**src/design/ubaPkg.sv**
```systemverilog
// KS10 IO bridge paging package
// Word, page, flag and channel types shared by the channels, arbiter and pager
// Bit 0 is the most significant bit everywhere, as in KS10 documentation

`default_nettype none

package ubaPkg;

   //////////////////////////////////////////////////
   // Bus words and page numbers
   //////////////////////////////////////////////////

   // Full KS10 word
   // Used for device addresses, paged addresses and bus data
   typedef logic [0:35] word36_t;

   // Virtual page taken from device address bits 19 to 24
   // Also indexes the page table from bus address bits 30 to 35
   typedef logic [0:5] vpage_t;

   // Physical page placed at paged address bits 16 to 26
   typedef logic [0:10] ppage_t;

   //////////////////////////////////////////////////
   // Page table entries
   //////////////////////////////////////////////////

   // Page flags in RPW, E16, FTM, VLD order
   typedef logic [0:3] pageFlags_t;

   // Flag positions inside pageFlags_t
   localparam int FLAG_RPW = 0;   // Force read-pause-write
   localparam int FLAG_E16 = 1;   // 16-bit device transfers
   localparam int FLAG_FTM = 2;   // Fast transfer mode
   localparam int FLAG_VLD = 3;   // Entry holds a valid mapping

   // Stored entry
   // Flags in bits 0 to 3, physical page in bits 4 to 14
   typedef logic [0:14] pageEntry_t;

   //////////////////////////////////////////////////
   // Device channels and arbitration
   //////////////////////////////////////////////////

   // Number of device channels sharing the pager
   localparam int NUM_CHAN = 4;

   // Channel index, sized from the channel count
   typedef logic [$clog2(NUM_CHAN)-1:0] chanSel_t;

   // Arbiter sequence for one translation
   typedef enum logic [1:0]
   {
      IDLE,     // Waiting for any channel request
      LOOKUP,   // Granted address presented to the pager
      RETURN    // Result registered, ack held until req drops
   } arbState_t;

endpackage

`default_nettype wire

```
**src/design/ubaPageIf.sv**
```systemverilog
// Page lookup link between one device channel and the arbiter
// Four-phase req/ack with the address on the request side and the
// paged address, flags and fail on the acknowledge side

`default_nettype none

interface ubaPageIf import ubaPkg::*; ();

   // Channel to arbiter
   logic       req;
   word36_t    addr;        // Stable while req is high

   // Arbiter to channel
   logic       ack;
   word36_t    pagedAddr;   // Stable while ack is high
   pageFlags_t flags;
   logic       fail;

   modport chan (output req, addr, input ack, pagedAddr, flags, fail);
   modport arb  (input req, addr, output ack, pagedAddr, flags, fail);

endinterface

`default_nettype wire

```
**src/design/ubaChannel.sv**
```systemverilog
// IO bridge device channel
// Turns one device's four-phase request into a lookup request to the
// arbiter and holds the paged address, flags and fail for the device

`default_nettype none

module ubaChannel
   import ubaPkg::*;
(
   input  logic       clk,
   input  logic       reset,
   input  logic       devReq,
   input  word36_t    devAddr,
   output logic       devAck,
   output word36_t    devPagedAddr,
   output pageFlags_t devFlags,
   output logic       devFail,
   ubaPageIf.chan     bus
);

   // Handshake phases of the channel
   typedef enum logic [1:0]
   {
      CH_IDLE,      // No request outstanding
      CH_WAIT,      // req raised, waiting for the arbiter ack
      CH_HOLD,      // Result delivered, waiting for devReq to fall
      CH_RELEASE    // req dropped, waiting for the arbiter ack to fall
   } chanState_t;

   chanState_t state;
   logic       startReq;
   logic       gotAck;

   // Start only once the last ack from the arbiter is gone
   assign startReq = (state == CH_IDLE) && devReq && !bus.ack;

   // Result arrives with the rising ack
   assign gotAck = (state == CH_WAIT) && bus.ack;

   //////////////////////////////////////////////////
   // Handshake FSM
   //////////////////////////////////////////////////

   always_ff @(posedge clk)
   begin
      if (reset)
         state <= CH_IDLE;
      else
      begin
         case (state)
            CH_IDLE:
               if (startReq)
                  state <= CH_WAIT;
            CH_WAIT:
               if (gotAck)
                  state <= CH_HOLD;
            // Device holds its request as long as it likes
            CH_HOLD:
               if (!devReq)
                  state <= CH_RELEASE;
            CH_RELEASE:
               if (!bus.ack)
                  state <= CH_IDLE;
            default:
               state <= CH_IDLE;
         endcase
      end
   end

   // req covers WAIT and HOLD, devAck trails it by one phase
   assign bus.req = (state == CH_WAIT) || (state == CH_HOLD);
   assign devAck  = (state == CH_HOLD) || (state == CH_RELEASE);

   //////////////////////////////////////////////////
   // Address and result registers
   //////////////////////////////////////////////////

   always_ff @(posedge clk)
   begin
      // Address frozen for the whole lookup
      if (startReq)
         bus.addr <= devAddr;
      // Result kept until the next request completes
      if (gotAck)
      begin
         devPagedAddr <= bus.pagedAddr;
         devFlags     <= bus.flags;
         devFail      <= bus.fail;
      end
   end

endmodule

`default_nettype wire

```
**src/design/ubaArbiter.sv**
```systemverilog
// Round-robin arbiter in front of the pager
// Grants one requesting channel at a time, presents its address to the
// pager and returns the registered result over that channel's handshake

`default_nettype none

module ubaArbiter
   import ubaPkg::*;
(
   input  logic       clk,
   input  logic       reset,
   ubaPageIf.arb      chan [NUM_CHAN],
   output word36_t    lookAddr,
   input  word36_t    lookPagedAddr,
   input  pageFlags_t lookFlags,
   input  logic       lookFail
);

   arbState_t           state;
   chanSel_t            grant;       // Current or last granted channel
   chanSel_t            nextGrant;
   logic                anyReq;
   logic [NUM_CHAN-1:0] reqVec;
   logic [NUM_CHAN-1:0] ackReg;
   word36_t             addrVec  [NUM_CHAN];
   word36_t             resAddr  [NUM_CHAN];
   pageFlags_t          resFlags [NUM_CHAN];
   logic                resFail  [NUM_CHAN];

   // Flatten the interface array so it can be indexed by grant
   for (genvar i = 0; i < NUM_CHAN; i++)
   begin : g_chan
      assign reqVec[i]         = chan[i].req;
      assign addrVec[i]        = chan[i].addr;
      assign chan[i].ack       = ackReg[i];
      assign chan[i].pagedAddr = resAddr[i];
      assign chan[i].flags     = resFlags[i];
      assign chan[i].fail      = resFail[i];
   end

   assign anyReq = |reqVec;

   //////////////////////////////////////////////////
   // Rotating priority
   //////////////////////////////////////////////////

   // Search from the channel after the last grant
   // Smallest distance wins, the last granted channel comes last
   always_comb
   begin
      chanSel_t cand;
      nextGrant = grant;
      for (int k = NUM_CHAN; k > 0; k--)
      begin
         cand = chanSel_t'(int'(grant) + k);
         if (reqVec[cand])
            nextGrant = cand;
      end
   end

   //////////////////////////////////////////////////
   // Grant FSM
   //////////////////////////////////////////////////

   always_ff @(posedge clk)
   begin
      if (reset)
      begin
         state  <= IDLE;
         grant  <= '0;
         ackReg <= '0;
      end
      else
      begin
         case (state)
            IDLE:
               if (anyReq)
               begin
                  grant <= nextGrant;
                  state <= LOOKUP;
               end
            // Pager answers combinationally during this cycle
            LOOKUP:
            begin
               ackReg[grant] <= 1'b1;
               state         <= RETURN;
            end
            // Others wait until this handshake closes
            RETURN:
               if (!reqVec[grant])
               begin
                  ackReg[grant] <= 1'b0;
                  state         <= IDLE;
               end
            default:
               state <= IDLE;
         endcase
      end
   end

   // Pager only sees an address while a lookup is in progress
   assign lookAddr = (state == LOOKUP) ? addrVec[grant] : '0;

   // Capture pager outputs for the granted channel
   always_ff @(posedge clk)
   begin
      if (state == LOOKUP)
      begin
         resAddr[grant]  <= lookPagedAddr;
         resFlags[grant] <= lookFlags;
         resFail[grant]  <= lookFail;
      end
   end

endmodule

`default_nettype wire

```
**src/design/ubaPager.sv**
```systemverilog
// IO bridge page table and address translation
// 64-entry page RAM with a KS10 write/read port and a read-only
// device port that maps a virtual page to a physical page

`default_nettype none

module ubaPager
   import ubaPkg::*;
(
   input  logic       clk,
   input  logic       pageWrite,
   input  word36_t    busAddr,
   input  word36_t    busData,
   output word36_t    pageData,
   input  logic       maint,
   input  word36_t    lookAddr,
   output word36_t    lookPagedAddr,
   output pageFlags_t lookFlags,
   output logic       lookFail
);

   // Device address layout
   //
   //   18   19 .. 24    25 .. 33    34  35
   //   A17  virt page   word        W   B
   //
   // Paged address layout
   //
   //   0 .. 15          16 .. 26    27 .. 35
   //   device bits      phys page   word

   //////////////////////////////////////////////////
   // Page RAM
   //////////////////////////////////////////////////

   // One entry per virtual page, loaded by software
   pageEntry_t pageRam [2**$bits(vpage_t)];

   vpage_t     busPage;
   vpage_t     virtPage;
   pageEntry_t busEntry;
   pageEntry_t devEntry;
   ppage_t     physPage;

   // KS10 side indexes with the low address bits
   assign busPage = busAddr[30:35];

   // Device side indexes with the virtual page field
   assign virtPage = lookAddr[19:24];

   // Flags from data bits 18 to 21, page from bits 25 to 35
   always_ff @(posedge clk)
   begin
      if (pageWrite)
         pageRam[busPage] <= {busData[18:21], busData[25:35]};
   end

   // Two independent read ports
   assign busEntry = pageRam[busPage];
   assign devEntry = pageRam[virtPage];

   //////////////////////////////////////////////////
   // KS10 readback
   //////////////////////////////////////////////////

   // Flags land in bits 5 to 8, page in bits 16 to 26
   // Everything else reads as zero
   assign pageData = {5'b0, busEntry[0:3], 7'b0, busEntry[4:14], 9'b0};

   //////////////////////////////////////////////////
   // Device translation
   //////////////////////////////////////////////////

   assign physPage  = devEntry[4:14];
   assign lookFlags = devEntry[0:3];

   // High bits pass through, word number keeps its place
   // Bits 34 and 35 select halves and are dropped
   assign lookPagedAddr = {lookAddr[0:15], physPage, lookAddr[25:33]};

   // Page fail conditions
   // A17 set means the device is out of the mapped range
   // Unaligned word or byte select only allowed in maintenance mode
   // Entry not loaded
   assign lookFail = lookAddr[18] |
                     (!maint & (lookAddr[34] | lookAddr[35])) |
                     !lookFlags[FLAG_VLD];

endmodule

`default_nettype wire

```
**src/design/ubaBridge.sv**
```systemverilog
// IO bridge paging top level
// Device channels share one page table through a round-robin arbiter
// while the KS10 side loads and reads back page entries

`default_nettype none

module ubaBridge
   import ubaPkg::*;
(
   input  logic       clk,
   input  logic       reset,

   // Device DMA address ports
   input  logic       devReq       [NUM_CHAN],
   input  word36_t    devAddr      [NUM_CHAN],
   output logic       devAck       [NUM_CHAN],
   output word36_t    devPagedAddr [NUM_CHAN],
   output pageFlags_t devFlags     [NUM_CHAN],
   output logic       devFail      [NUM_CHAN],

   // KS10 page table access
   input  logic       pageWrite,
   input  word36_t    busAddr,
   input  word36_t    busData,
   output word36_t    pageData,

   // Maintenance mode bit
   input  logic       maint
);

   // One lookup link per channel
   ubaPageIf pageBus [NUM_CHAN] ();

   // Translation port between arbiter and pager
   word36_t    lookAddr;
   word36_t    lookPagedAddr;
   pageFlags_t lookFlags;
   logic       lookFail;

   //////////////////////////////////////////////////
   // Device channels
   //////////////////////////////////////////////////

   for (genvar i = 0; i < NUM_CHAN; i++)
   begin : g_chan
      ubaChannel i_ubaChannel
      (
         .clk          (clk),
         .reset        (reset),
         .devReq       (devReq[i]),
         .devAddr      (devAddr[i]),
         .devAck       (devAck[i]),
         .devPagedAddr (devPagedAddr[i]),
         .devFlags     (devFlags[i]),
         .devFail      (devFail[i]),
         .bus          (pageBus[i])
      );
   end

   //////////////////////////////////////////////////
   // Arbiter and pager
   //////////////////////////////////////////////////

   ubaArbiter i_ubaArbiter
   (
      .clk           (clk),
      .reset         (reset),
      .chan          (pageBus),
      .lookAddr      (lookAddr),
      .lookPagedAddr (lookPagedAddr),
      .lookFlags     (lookFlags),
      .lookFail      (lookFail)
   );

   ubaPager i_ubaPager
   (
      .clk           (clk),
      .pageWrite     (pageWrite),
      .busAddr       (busAddr),
      .busData       (busData),
      .pageData      (pageData),
      .maint         (maint),
      .lookAddr      (lookAddr),
      .lookPagedAddr (lookPagedAddr),
      .lookFlags     (lookFlags),
      .lookFail      (lookFail)
   );

endmodule

`default_nettype wire

```
**config.mk**
```make
export PLATFORM = sky130hd
export DESIGN_NAME = ubaBridge
export DESIGN_NICKNAME = d
export VERILOG_FILES = /design/src/design/ubaPkg.sv /design/src/design/ubaPageIf.sv /design/src/design/ubaChannel.sv /design/src/design/ubaArbiter.sv /design/src/design/ubaPager.sv /design/src/design/ubaBridge.sv
export SDC_FILE = /design/constraint.sdc
export NUM_CORES = 2
export LEC_CHECK = 0
export BUFFER_PORTS_ARGS = -buffer_cell sky130_fd_sc_hd__buf_2
export CAP_MARGIN = 20
export CORE_MARGIN = 1.5
export CORE_UTILIZATION = 44
export DETAILED_ROUTE_END_ITERATION = 10
export MAX_ROUTING_LAYER = met4
export PLACE_DENSITY_LB_ADDON = 0.12
export SLEW_MARGIN = 15
export SYNTH_ARGS = -nofsm -noshare
export SYNTH_HDL_FRONTEND = slang
export SYNTH_HIERARCHICAL = 1
export SYNTH_SLANG_ARGS = --single-unit
```
**constraint.sdc**
```tcl
create_clock -name clk -period 6.95 [get_ports clk]
set_input_delay 1.7375 -clock clk [delete_from_list [all_inputs] [get_ports clk]]
set_output_delay 1.7375 -clock clk [all_outputs]
set_load 0.01 [all_outputs]
```
# [After elaboration in Yosys (flattened, before gate mapping)]
# Memories as Yosys holds them, arrays and structs flattened. A register that Yosys moved wholly into a read port is not among the register bits.
# Cells that the tools add are included.
# Widths: inputs -> output; s select.
[totals] ram_bits=1124 mem_count=4 mem_bits_ro=0 out_inout_bits=204 elab_cells=157 regBits=160 input_bits=224 latch_bits=0
[mem_list] name="i_ubaPager.pageRam" depth=64 word_bits=15 read_ports=2 rd_clocked_by_memory_dff=0 wr=1 line="ubaPager.sv:37" text="pageEntry_t pageRam [2**$bits(vpage_t)];"
[mem_list] name="i_ubaArbiter.resAddr" depth=4 word_bits=36 read_ports=4 rd_clocked_by_memory_dff=4 wr=1 line="ubaArbiter.sv:26" text="word36_t resAddr [NUM_CHAN];"
[mem_list] name="i_ubaArbiter.resFlags" depth=4 word_bits=4 read_ports=4 rd_clocked_by_memory_dff=4 wr=1 line="ubaArbiter.sv:27" text="pageFlags_t resFlags [NUM_CHAN];"
[mem_list] name="i_ubaArbiter.resFail" depth=4 word_bits=1 read_ports=4 rd_clocked_by_memory_dff=4 wr=1 line="ubaArbiter.sv:28" text="logic resFail [NUM_CHAN];"
[classes] mul=0 reduce_logical=42 shifts=0 n_addsub=4 bitwise_logic=8 div=0 mux=49 eq_ne=32 order_cmp=7
[ops] cell="$mux 36" count=3
[ops] cell="$bmux 36 s2" count=1
[ops] cell="$mux 2" count=22
[ops] cell="$pmux 2 s4" count=4
[ops] cell="$eq 2x2->1 const B" count=9
[ops] cell="$ne 2x1->1 const B" count=9
[ops] cell="$ne 2x2->1 const B" count=9
[ops] cell="$reduce_and 4->1" count=4
[ops] cell="$lt 2x3->1 const B" count=5
[ops] cell="$logic_and 1x1->1" count=13
[ops] cell="$bmux 1 s2" count=5
[ops] cell="$eq 2x1->1 const B" count=5
[ops] cell="$logic_not 2->1" count=5
[ops] cell="$mux 1" count=10
[ops] cell="$logic_or 1x1->1" count=8
[ops] cell="$pmux 4 s2" count=1
[ops] cell="$logic_not 1->1" count=6
[ops] cell="$pmux 2 s3" count=1
[ops] cell="$add 2x1->2 const B" count=2
[ops] cell="$add 2x2->2 const B" count=2
[ops] cell="$and 4x4->4" count=1
[ops] cell="$mux 4" count=1
[ops] cell="$not 4->4" count=1
[ops] cell="$or 4x4->4" count=1
[ops] cell="other kinds (11)" count=14

# [Longest topological paths before layout]
[depth] depth_word=9 ltp_mapped=15 mapped_depth_nobuf=9

# [By module]
# Netlist, hierarchy kept.
[modules_own_cells] module="ubaPager" area_each_um2=44974.4 cells_each=2584 seq_area_each_um2=28827.6 instances=1
[modules_own_cells] module="ubaArbiter" area_each_um2=6636.4 cells_each=311 seq_area_each_um2=5084.9 instances=1
[modules_own_cells] module="ubaChannel at g_chan[2].i_ubaChannel ..." area_each_um2=2531.2 cells_each=101 seq_area_each_um2=2352.3 instances=2
[modules_own_cells] module="ubaChannel at g_chan[0].i_ubaChannel ..." area_each_um2=2519.9 cells_each=100 seq_area_each_um2=2352.3 instances=2

# [Worst setup path after synthesis]
# Ideal clock, no wire load.
[synth_timing] path_type="input to output" from="in busAddr[0]" to="out pageData[27]" arrival_ps=3424 path_stages=7 n_path_buf=3 setup_slack_ps=1788 required_time_ps=5213 cell_sequence="buf_4 -> buf_2 -> buf_2 -> mux2_2 -> a221oi_1 -> o2111ai_1 -> a211o_1"
[synth_via] elab_chain_cells=1
[synth_lines] item="from (decl)" line="ubaBridge.sv:23" text="input word36_t busAddr,"
[synth_lines] item="$mem_v2 64x15"
[synth_lines] item="to (decl)" line="ubaBridge.sv:25" text="output word36_t pageData,"
# No other way between the ends.

# [Worst setup path after layout]
[layout_timing] from="in busAddr[2]" to="out pageData[30]"
# The elaborated chain is that of the path after synthesis.

==> results.tsv <==
metric	value	unit
status	completed	
peakVddDrop	0.225	mV
syn2layout_area_growth	16.7	%
startpoint_type	primary input	
clockBufferDepth	3	
crit_path_end_kind	output port	
drive_above_1_share	32.4	%
die_w	377	µm
fmax	0.149	GHz
die_height	377	µm
antenna_violating_nets_post_route	0	
fin_setup_tns	0	ps
reg2reg_setup_slack	1730	ps
clk_pin_slew_worst_paths	60	ps
fin_crit	6730	ps
clk_latency	810	ps
port_buffers	347	
post_cts_buffers	0	
worst_slew_pin_slew	1240	ps
cts_max_level	4	
required	5210	ps
syn_inst	3285	
powerDensity	342	nW/µm²
yosys_warnings	6	
rsz0062_at_grt	no	
final_nets	4044	
cts_tree	done	
max_slew_margin	16.8	%
placed_cell_area	66400	µm²
cts_made_buffers	157	
avgViaCountPerCell	6.44	
startpoint	busAddr[2]	
worstSetupPathType	in -> out	
drv_slew	0	
finalCritPeriodShare	96.8	%
hp-class	reg -> reg	
start_util	44.5	%
grt_max_degree	65	
wire_per_inst	37.5	µm
num_rows	136	
finalInstanceArea	71600	µm²
grt_pass1_wl	298000	µm
fin_hold_ws	414	ps
drt_pre_antenna_iters	8	
antenna_found_initial	26	
setup_viol	0	
core	138000	µm²
drt_iter0_markers	5948	
wirelength	217000	µm
hold_violations	0	
cts_hold_buf	0	
drc_errors	0	
worst-path-max-fanout	50	
clock_sinks	1440	
grt_usage	31.4	%
fp.dieArea	142000	µm²
skew	32.9	ps
maxCapViolCount	0	
arrival	4990	ps
grt_pass1_vias	36900	
avgSynthCellArea	18.7	µm²
io_pins	428	
synth_area	61400	µm²
grt_overflow	0	
vias	37300	
hold_start	i_ubaArbiter/resFlags[1][1]	
place.gp.congestion	1.08	
dp_hpwl	145000	µm
root_buffer	clkbuf_16	
rr_startpoint	i_ubaArbiter/grant[0]	
ctsResizeCount	0	
power.leakage	23.4	nW
==> where the power goes <==
group	total, mW	internal [mW]	switching [mW]
combinational	5.61	1.92	3.69
sequential	10.5	10.3	0.166
clock	8.41	4.89	3.52
total	24.5	17.1	7.38
==> flip-flops by register name (all words and copies together), names as in the netlist, named ones only <==
register and flops:
g_chan.i_ubaChannel/devFlags 16, i_ubaArbiter/resFail 4, g_chan.i_ubaChannel/devPagedAddr 144, i_ubaArbiter/resFlags 16, i_ubaArbiter/resAddr 144, i_ubaArbiter/grant 2, g_chan.i_ubaChannel/devFail 4, g_chan.i_ubaChannel/bus.addr 136
i_ubaPager/pageRam 960, g_chan.i_ubaChannel/state 8, i_ubaArbiter/state 2
==> final cells by class <==
cell class | count | area (µm²)
antenna | 14 | 35.0
clock buffer | 199 | 4140
clock inverter | 83 | 1030
fill | 11000 | 66400
inverter | 17 | 65.1
multi-input combinational | 1576 | 16900
sequential | 1440 | 43100
tap | 1863 | 2330
timing repair buffer | 601 | 4010
==> routing by layer <==
metal / vias up / part of all wire (%) / track usage [%]
met3: 489 / 11 / 8.75
met5: - / 0 / -
met1: 19500 / 38 / 40.4
met2: 2511 / 46 / 47.0
met4: 0 / 4.8 / 13.2
li1: 14800 / - / -
==> cell usage in the layout, fill, tap and decap left out, types with 16 or more instances in the layout <==
cell type / count
a211oi_1: 16
mux2i_1: 167
nand2b_1: 17
mux2_1: 31
nor2_1: 150
a221oi_1: 117
o221ai_1: 24
buf_2: 344
mux4_2: 364
a21oi_1: 55
clkbuf_1: 39
o21ai_0: 56
clkinv_2: 21
buf_12: 27
o21ai_1: 16
clkinv_1: 26
conb_1: 21
clkbuf_16: 159
bufinv_16: 17
nand3_1: 19
nand2_1: 92
a22oi_1: 61
buf_4: 227
and2_1: 35
o22ai_1: 74
mux2_2: 39
edfxtp_1: 1424
ha_1: 27
o2111ai_1: 21
==> path summary, 6_finish.rpt <==
| check | end | depth (start not counted) |
|---|---|---|
| max | pageData[30] | 8 |
| min | g_chan[1].i_ubaChannel/devFlags[1] | 0 |
| max reg2reg | i_ubaArbiter/resAddr[2][13] | 9 |
| min reg2reg | g_chan[1].i_ubaChannel/devFlags[1] | 0 |
==> stage by stage <==
stage | utilization, % | std cells | setup slack (ps) | power, mW
6_report | 51.9 | 5793 | 225 | 24.5
5_1_grt | 51.9 | 5791 | 254 | 25.1
4_1_cts | 51.9 | 5779 | 482 | 24.5
3_5_place_dp | 48.1 | 5497 | 477 | 16.2
3_3_place_gp | 48.1 | 5497 | 523 | 16.0
2_1_floorplan | - | 3305 | 1790 | 13.7
==> critical path, cell delays in order <==
cell	delay (ps)
buf_8	170
nor2b_4	1030
buf_4	330
a21oi_1	80
o21ai_0	520
o21ai_0	330
nand4b_1	370
buf_2	200
Power figures use the tool's default switching activity.
